===== src/periph_defs.svh =====
/*
 * Peripheral bus definitions: widths, memory window, register addresses,
 * LFSR polynomial and seed, stopwatch prescale
 */
`ifndef PERIPH_DEFS_SVH
`define PERIPH_DEFS_SVH

// bus widths
`define DATA_WIDTH 32
`define ADDR_WIDTH 32

// data memory window, byte base and size in words
`define DMEM_BASE 32'h1001_0000
`define DMEM_WORDS 256

// memory-mapped peripheral registers, word aligned
`define STOPWATCH_ADDR 32'hFF20_0510
`define LFSR_ADDR 32'hFF20_0514
`define BREAK_ADDR 32'hFF20_0520

// galois feedback mask, right-shifting form
`define LFSR_TAPS 32'h8020_0003
// reset seed, also replaces a zero seed
`define LFSR_SEED 32'h1234_5678

// clock cycles per stopwatch tick at 50 MHz
`define TICK_CYCLES 50000

// seven-segment digits on the board
`define HEX_DIGITS 6

`endif


===== src/periph_pkg.sv =====
/*
 * Peripheral types shared by the bus peripherals and the display path
 */
`default_nettype none

`include "periph_defs.svh"

package periph_pkg;

    // one bus data word
    typedef logic [`DATA_WIDTH-1:0] dataT;
    // byte address on the data bus
    typedef logic [`ADDR_WIDTH-1:0] addrT;
    // one enable per byte lane
    typedef logic [`DATA_WIDTH/8-1:0] byteEnT;
    // active-low segments, bit 0 is a, bit 6 is g
    typedef logic [6:0] segT;

    // display source, codes match the board switch pair
    typedef enum logic [1:0] {
        dispNone  = 2'd0,
        dispDebug = 2'd1,
        dispInstr = 2'd2,
        dispPc    = 2'd3
    } dispSelT;

endpackage

`default_nettype wire


===== src/lfsrGenerator.sv =====
/*
 * Random source: 32-bit Galois LFSR stepping every clock,
 * reseeded by a bus write
 */
`default_nettype none

`include "periph_defs.svh"

module lfsrGenerator
    import periph_pkg::*;
(
    input  wire logic iCLK,
    input  wire logic reset,
    input  wire logic dReadEnable,
    input  wire logic dWriteEnable,
    input  wire addrT dAddress,
    input  wire dataT dWriteData,
    output dataT      readData,
    output logic      hit
);

    dataT lfsrState;
    dataT nextState;
    logic addrMatch;

    assign addrMatch = (dAddress == `LFSR_ADDR);
    assign hit = dReadEnable && addrMatch;
    assign readData = lfsrState;

    // shift right, fold the taps in when a one falls out
    assign nextState = lfsrState[0] ? ((lfsrState >> 1) ^ `LFSR_TAPS) : (lfsrState >> 1);

    always_ff @(posedge iCLK) begin
        if (reset) begin
            lfsrState <= `LFSR_SEED;
        end else if (dWriteEnable && addrMatch) begin
            // all-zero state never leaves zero
            lfsrState <= (dWriteData == '0) ? `LFSR_SEED : dWriteData;
        end else begin
            lfsrState <= nextState;
        end
    end

endmodule

`default_nettype wire


===== config.mk =====
export PLATFORM = sky130hd
export DESIGN_NAME = lfsrGenerator
export DESIGN_NICKNAME = d
export VERILOG_FILES = /design/src/periph_pkg.sv /design/src/lfsrGenerator.sv
export VERILOG_INCLUDE_DIRS = /design/src
export SDC_FILE = /design/constraint.sdc
export NUM_CORES = 1
export LEC_CHECK = 0
export ABC_AREA = 1
export BUFFER_PORTS_ARGS = -buffer_cell sky130_fd_sc_hd__buf_2
export CAP_MARGIN = 15
export CORE_AREA = 2 2 52 90
export CTS_BUF_LIST = sky130_fd_sc_hd__clkbuf_4
export CTS_CLUSTER_SIZE = 14
export DETAILED_ROUTE_END_ITERATION = 12
export DIE_AREA = 0 0 54 92
export PLACE_DENSITY = 0.79
export SLEW_MARGIN = 20
export SYNTH_ARGS = -nofsm -noshare
export SYNTH_HDL_FRONTEND = slang
export SYNTH_SLANG_ARGS = --single-unit

===== constraint.sdc =====
create_clock -name iCLK -period 1.4 [get_ports iCLK]
set_input_delay 0.21 -clock iCLK [delete_from_list [all_inputs] [get_ports iCLK]]
set_output_delay 0.21 -clock iCLK [all_outputs]
set_load 0.005 [all_outputs]

# Word-level counts from Yosys, hierarchy flattened
# Index checks and enable logic that the tools add are counted.
# op_classes
shifts	0
n_div	0
order_cmp	0
n_eq_ne	1
n_mul	0
add_sub_neg	0
mux	3
reduce_logical	3
n_bitwise	1
# ops
op	count
$mux 32	3
$eq 32x32->1 const B	1
$logic_not 32->1	1
$not 3->4	1
$logic_and 1x1->1	2
# totals
latch_bits	0
reg_bits	32
n_memories	0
in_bits	68
rom_bits	0
ramBits	0

# Depth between registers and ports, before layout
# Gate-level depths: netlist (run 1).
# depth
depth_word	3
depth_mapped	11

# Least setup slack after synthesis (run 1)
# No wires, ideal clock.
# synth_timing
path_type	in2reg
from	input port dAddress[5]
to	register lfsrState[10] (netlist: readData[10])
cell_stages	10
arrival_ns	1.155
path_buffers	2
path_slack_ns	0.111
setup_ns	0.134
required_time_ns	1.266
cell_sequence	inv_1 > nand2_1 > nor2_1 > nand2_1 > nor2_4 > nand3_2 > buf_4 > buf_2 > nand2_1 > nand3_1
# synth_between
elab_chain_cells	3
# synth_rtl
item	line	rtl
from (decl)	lfsrGenerator.sv:16	input wire addrT dAddress,
$eq 32x32->1 (no line)	--	
$logic_and 1x1->1	lfsrGenerator.sv:36	end else if (dWriteEnable && addrMatch) begin
$mux 32	lfsrGenerator.sv:36	
to (signal assigned)	lfsrGenerator.sv:35	lfsrState <= `LFSR_SEED;
to (signal assigned)	lfsrGenerator.sv:38	lfsrState <= (dWriteData == '0) ? `LFSR_SEED : dWriteData;
to (signal assigned)	lfsrGenerator.sv:40	lfsrState <= nextState;
to (decl)	lfsrGenerator.sv:22	dataT lfsrState;
# Every way passes these cells.
# A chain may end at the register's enable or synchronous reset.

# Worst setup path in the final report (run 1)
# layout_timing
from	input port dAddress[11]
to	output port hit
# layout_between
elab_chain_cells	2
# layout_rtl
item	line	rtl
$eq 32x32->1 (no line)	--	
$logic_and 1x1->1	lfsrGenerator.sv:27	assign hit = dReadEnable && addrMatch;
to (decl)	lfsrGenerator.sv:19	output logic hit
# Every way passes these cells.

==> key figures, run 1 <==
Run status
  • Status: complete, no violations

Routing
  • Wire per inst: 10.4 um
  • Starting DRT DRC Count: 61
  • DRC violations left: 0
  • Routed vias/inst: 4.60
  • DRT antenna net count: 0
  • Drt total wl: 5150 um
  • Via Count: 2270
  • Pre-antenna DRT Iters: 4

Cells and area
  • Design area: 2550 sq um
  • Post-Layout Cell Count: 494
  • Net count, final: 510
  • Layout area overhead: 34.0%
  • Max reg flops: 32
  • Share of cells above drive strength 1: 28.2%
  • Ant diodes: 0

STA
  • Period utilisation layout: 93.7%
  • Hold slack: 0.109 ns
  • Final worst slack: 0.0881 ns
  • Max-slew violations: 0
  • FMAX: 762 MHz
  • Final Skew: 0.00658 ns
  • Tmin final: 1.31 ns
  • Worst slew pin tran: 0.409 ns
  • # setup viols final: 0
  • Final hold vios: 0
  • Relative slew slack: 72.7%

Pwr
  • Clk pwr share: 26.5%
  • Leak: 1.59 nW
  • Power per cell area: 748 nW/um^2
  • Comb power frac: 20.3%
  • Pint: 1.35 mW
  • Sw frac: 29.2%
  • Worst vdd ir: 0.000444 V
  • Register share of total power: 53.2%
  • Tot Pwr: 1.91 mW
  • Switching pwr: 557 uW

Setup path
  • CP top delay family: simple AND/OR/NAND/NOR gates
  • Reg2reg start: readData[0]
  • CP max FO: 4
  • Critical Path Start Type: primary input
  • Crit-path max cell delay: 0.14 ns
  • CP cell instances: buf_2, inv_1, nand2_1, nor2_1, nand2_1, nor2_4, buf_6, nand2_1, nor2_1, buf_2
  • Bufs and invs on worst path: 4
  • CP max-delay cell: nor2_4
  • CP most frequent cell: nand2_1
  • Worst EP arrival: 1.10 ns
  • Crit. End Element: primary output
  • WP data required: 1.19 ns
  • CP Launch Point: dAddress[11]
  • WS Path Type: in2out

Yosys
  • Synthesized area per cell: 5.69 sq um
  • Post-synth EDFFs: 0
  • Sequential area share after synthesis: 33.6%
  • Largest cells by area after synthesis: dfxtp_1, nand2_1, inv_1, nor2_1, nand4_1
  • Synth Area in Simple Gates: 42.0%
  • Synth cell types: 17
  • Most instantiated cells after synthesis: nand2_1, inv_1, nor2_1, dfxtp_1, nand3_1
  • Most common cell in the netlist: nand2_1
  • Synthesis-stage register bit count: 32
  • Yosys Warn Count: 0
  • Largest family of logic cells by synthesized area: simple AND/OR/NAND/NOR gates
  • Area fraction of the dominant cell type after synthesis: 33.6%
  • Mux share of post-synthesis cell area: 0%
  • Adder-cell area share of the yosys netlist: 0%
  • XOR/XNOR Fraction of Synth Area: 1.38%
  • Area fraction in compound gates after synthesis: 3.41%
  • Post-synthesis cell area: 1910 sq um
  • Area leader, netlist: dfxtp_1
  • Synth Instances: 335
  • Synth async-reset ratio: 0%
  • Synth Net Count: 403
  • Ys flop type: dfxtp_1

Clocking
  • CTS Sinks: 32
  • CTS Buffer Depth: 2
  • Root Driver: clkbuf_4
  • CTS tree: done
  • H-tree Lvls: 2
  • Clk slew on worst S/H paths: 0.11 ns
  • Worst-Skew Late Latency: 0.33 ns
  • Total CTS buffers: 5

Global route
  • Initial antenna violation count: 0
  • Pin count of the biggest net entering global routing: 33
  • Global route overflow: 0
  • Total track usage: 22.4%
  • Vias in the first global route: 2094
  • First-pass GRT wire length: 8430 um

Place
  • Final GP Congestion: 0.825
  • Buffers on Ports: 100
  • Placed cells: 481
  • Dpl ws: -0.0410 ns
  • Dpl cell area: 2460 sq um
  • Hpwl dp: 4060 um

Floorplan
  • IO Pins: 101
  • Die X: 54 um
  • Initial Utilization: 44.1%
  • Area of the die: 4970 sq um
  • # rows: 32
  • Die height: 92 um
  • Core area: 4320 sq um

Worst hold path
  • Hold Startpoint: dWriteData[7]
  • Worst hold path type: in2reg

Flow run
  • Max cap viols: 0
-- stage by stage --
stage                     util, %  setup TNS [ns]
after detailed placement     56.9         -0.0752
final                        59.1               0
after CTS                    58.1               0
after floorplan                 -               0
after global placement       56.9         -0.0106
after global routing         59.1        -0.00194
-- final timing paths --
kind / depth (start not counted) / slack, ns / endpoint
worst max-delay path: 10 / 0.09 / hit
worst min-delay path: 3 / 0.11 / readData[7]
worst max register to register: 4 / 0.52 / readData[0]
worst min register to register: 2 / 0.47 / readData[20]
-- timing repair --
item,4_1_cts,5_1_grt
gates resized for setup,0,1
buffers inserted,0,5
setup endpoints to repair,0,1
hold buffers,0,0
-- worst register-to-register path, cell delays in order, from the launching register on --
cell     delay (ns)
dfxtp_1        0.48
xnor2_1        0.16
nand2_1        0.07
inv_1          0.05
nor2_1         0.04
-- placed cells by master (no fill, tap or decap) --
cell type  count
xor2_1         1
nand4_1       13
buf_2        100
nand3_2        1
o21ai_0       13
clkinv_2       2
nor2_1        64
clkinv_1       1
buf_6          1
nand3_1       15
buf_4         13
nor2_4         2
nand2_1       99
dfxtp_1       32
clkbuf_4       5
inv_1         78
inv_2          1
xnor2_1        2
-- kinds of logic (layout without fill, tap and decap cells) --
group | after synthesis | in the layout
buffers and inverters | 93 | 201
AOI/OAI and AO/OA | 13 | 13
xor gates and xnor gates | 3 | 3
DFF | 32 | 32
and+or+nand+nor | 194 | 194
-- routing by layer --
| layer | vias to the layer above | global-route usage [%] | wire length [um] |
|---|---|---|---|
| li1 | 1189 | - | - |
| met5 | - | 0 | 0 |
| met2 | 82 | 40.7 | 2820 |
| met1 | 988 | 22.7 | 1860 |
| met3 | 11 | 4.40 | 324 |
| met4 | 0 | 11.3 | 144 |
-- power by group through the flow --
| stage | Combinational, mW | Clock [mW] | Sequential, mW |
|---|---|---|---|
| floorplan | 0.186 | 0 | 1.04 |
| global placement | 0.384 | 0 | 1.04 |
| detailed placement | 0.390 | 0 | 1.04 |
| CTS | 0.392 | 0.515 | 1.02 |
| global route | 0.451 | 0.553 | 1.02 |
| finish | 0.387 | 0.507 | 1.02 |
-- layout make-up --
type                            instances  area, sq um
Fill cell                             449         1770
Inverter                               79          297
Timing Repair Buffer                  114          609
Clock inverter                          3         13.8
Multi-Input combinational cell        210          892
Tap cell                               51         63.8
Sequential cell                        32          641
Clock buffer                            5         37.5
(Power assumes the default switching activity.)
==> inputs of run 2 (changes only) <==
--- a/config.mk
+++ b/config.mk
@@ -9,12 +9,12 @@
 export ABC_AREA = 1
 export BUFFER_PORTS_ARGS = -buffer_cell sky130_fd_sc_hd__buf_2
 export CAP_MARGIN = 15
-export CORE_AREA = 2 2 52 90
+export CORE_AREA = 2 2 50 87
 export CTS_BUF_LIST = sky130_fd_sc_hd__clkbuf_4
 export CTS_CLUSTER_SIZE = 14
 export DETAILED_ROUTE_END_ITERATION = 12
-export DIE_AREA = 0 0 54 92
-export PLACE_DENSITY = 0.79
+export DIE_AREA = 0 0 52 89
+export PLACE_DENSITY = 0.84
 export SLEW_MARGIN = 20
 export SYNTH_ARGS = -nofsm -noshare
 export SYNTH_HDL_FRONTEND = slang
==> constraint.sdc (replaced) <==
create_clock -name iCLK -period 1.55 [get_ports iCLK]
set_input_delay 0.2325 -clock iCLK [delete_from_list [all_inputs] [get_ports iCLK]]
set_output_delay 0.2325 -clock iCLK [all_outputs]
set_load 0.005 [all_outputs]
==> run 2 against run 1 <==
  * Clock-buffer cell count is the same
  * Critical path depth down 1
  * Final cell count shrank 2.2%
  * Register-to-register slack improved by 0.16 ns
  * Cell area fell by 1.2%
  * Global-route usage is 2.2 points higher
  * Sequential share of layout area increased by 0.31 points
  * Critical endpoint unchanged
==> key figures, run 2 (synthesized netlist as in run 1, its figures left out) <==
Clocking
  • CTS Sinks: 32 (unchanged)
  • CTS tree: done (unchanged)
  • Post-CTS resize count: 0 (unchanged)
  • Clk slew on worst S/H paths: 0.10 ns (was 0.11 ns)
  • Cts hold-fix bufs: 0 (unchanged)
  • Total CTS buffers: 5 (unchanged)
  • Root Driver: clkbuf_4 (unchanged)
  • CTS Buffer Depth: 2 (unchanged)
  • Worst-Skew Late Latency: 0.33 ns (about the same)
  • Post-CTS setup buffer count: 0 (unchanged)
  • H-tree Lvls: 2 (unchanged)

STA
  • Max-slew violations: 0 (unchanged)
  • Final Skew: 0.00571 ns (was 0.00658 ns)
  • RSZ-0062 raised after global routing: no
  • Final worst slack: 0.197 ns (was 0.0881 ns)
  • Tmin final: 1.35 ns
  • Period utilisation layout: 87.3%
  • FMAX: 739 MHz
  • # setup viols final: 0 (unchanged)
  • Relative slew slack: 71.4% (was 72.7%)
  • Hold slack: 0.132 ns (was 0.109 ns)
  • Setup TNS Final: 0 ns (unchanged)
  • Final hold vios: 0 (unchanged)
  • Worst slew pin tran: 0.428 ns (was 0.409 ns)

Setup path
  • Crit. End Element: primary output (unchanged)
  • WS Path Type: in2out (unchanged)
  • Reg2reg start: readData[0] (unchanged)
  • WP data required: 1.32 ns (was 1.19 ns)
  • R2R cell count: 4 (unchanged)
  • Reg-to-reg endpoint: readData[0] (unchanged)
  • Critical Path Start Type: primary input (unchanged)
  • R2r setup slk: 0.68 ns (was 0.52 ns)
  • Worst EP arrival: 1.12 ns (was 1.10 ns)
  • CP max FO: 8 (was 4)

Cells and area
  • Share of cells above drive strength 1: 26.7% (was 28.2%)
  • Post-Layout Cell Count: 483 (was 494)
  • Register area: 641 sq um (unchanged)
  • Max reg flops: 32 (unchanged)
  • Design area: 2520 sq um (was 2550 sq um)
  • Most common cell after layout, fill and taps aside: buf_2 (unchanged)
  • Net count, final: 502 (was 510)
  • Layout area overhead: 32.4% (was 34.0%)
  • Final Util: 65.2% (was 59.1%)
  • Layout fillers: 385 (was 449)
  • Multi-input gate area: 892 sq um (unchanged)
  • Commonest non-fill, non-tap cells in the layout: buf_2, nand2_1, inv_1, nor2_1, dfxtp_1 (unchanged)
  • Ant diodes: 0 (unchanged)

Routing
  • Routed vias/inst: 4.60 (about the same)
  • Wire per inst: 10.7 um (was 10.4 um)
  • DRC violations left: 0 (unchanged)
  • Pre-antenna DRT Iters: 4 (unchanged)
  • Drt total wl: 5180 um (was 5150 um)
  • Via Count: 2224 (was 2270)
  • DRT antenna net count: 0 (unchanged)
  • Starting DRT DRC Count: 47 (was 61)

Global route
  • Total track usage: 24.6% (was 22.4%)
  • Vias in the first global route: 2183 (was 2094)
  • First-pass GRT wire length: 8670 um (was 8430 um)
  • Pin count of the biggest net entering global routing: 33 (unchanged)
  • Global route overflow: 0 (unchanged)
  • Initial antenna violation count: 0 (unchanged)

Place
  • Dpl ws: 0.0789 ns (was -0.0410 ns)
  • Dpl cell area: 2450 sq um (was 2460 sq um)
  • Hpwl dp: 4110 um (was 4060 um)
  • Final GP Congestion: 0.825 (about the same)
  • Buffers on Ports: 100 (unchanged)
  • Placed cells: 475 (was 481)

Pwr
  • Worst vdd ir: 0.000503 V (was 0.000444 V)
  • Sw frac: 26.6% (was 29.2%)
  • Switching pwr: 501 uW (was 557 uW)
  • Leak: 1.56 nW (was 1.59 nW)
  • Comb power frac: 18.7% (was 20.3%)
  • Power per cell area: 747 nW/um^2 (was 748 nW/um^2)
  • Clk pwr share: 32.6% (was 26.5%)
  • Pint: 1.38 mW (was 1.35 mW)
  • Tot Pwr: 1.89 mW (was 1.91 mW)
  • Register share of total power: 48.7% (was 53.2%)

Floorplan
  • Die X: 52 um (was 54 um)
  • Initial Utilization: 49.3% (was 44.1%)
  • Area of the die: 4630 sq um (was 4970 sq um)
  • IO Pins: 101 (unchanged)
  • Die height: 89 um (was 92 um)
  • Core area: 3870 sq um (was 4320 sq um)
  • # rows: 30 (was 32)

Worst hold path
  • Hold Startpoint: dWriteData[11] (was dWriteData[7])
  • Worst hold path type: in2reg (unchanged)
  • Hold EP: readData[11] (was readData[7])
  • Worst Hold Depth: 3 (unchanged)

Flow run
  • Max cap viols: 0 (unchanged)

Run status
  • Status: complete, no violations (unchanged)
[run 2: changes by cell type in the layout (fill, tap and decap cells not counted), sizes merged]
cell	delta
buf	-8
bufinv	+1
clkinv	-1
[run 2: worst max-delay path: stages]
cell and delay [ns]:
buf_2 0.09, inv_1 0.04, nand2_1 0.05, nor2_1 0.10, nand2_1 0.09, nor2_4 0.21
nand2_1 0.10, nor2_1 0.09, buf_2 0.11
[run 2: worst max path at each step]
stage               cells past startpoint          from           end  slack, ns
floorplan                              10   dAddress[5]  readData[10]       0.24
global placement                       10  dAddress[17]   readData[9]        0.1
detailed placement                     11   dAddress[0]  readData[17]       0.08
CTS                                     9  dAddress[16]           hit       0.18
global route                            9   dAddress[9]           hit        0.1
finish                                  9   dAddress[9]           hit       0.20
[run 2: layout make-up]
class | instances | share of cell area [%]
Tap cell | 48 | 2.38
Sequential cell | 32 | 25.4
Timing Repair Buffer | 106 | 22.1
Clock inverter | 3 | 1.49
Clock buffer | 5 | 1.49
Inverter | 79 | 11.8
Multi-Input combinational cell | 210 | 35.4
[run 2: layer usage]
metal / track usage, % / vias to the layer above / routed length [um]
met4: 12.2 / 0 / 138
met2: 46.7 / 88 / 2810
met3: 4.52 / 12 / 307
met5: 0 / - / 0
li1: - / 1172 / -
met1: 24.6 / 952 / 1930
[run 2: power groups by stage]
| stage | clock network, mW | registers (mW) | logic, mW |
|---|---|---|---|
| 3_5_place_dp | 0 | 0.937 | 0.353 |
| 4_1_cts | 0.625 | 0.918 | 0.355 |
| 5_1_grt | 0.665 | 0.924 | 0.408 |
| 6_report | 0.615 | 0.918 | 0.352 |
| 3_3_place_gp | 0 | 0.936 | 0.344 |
| 2_1_floorplan | 0 | 0.937 | 0.168 |
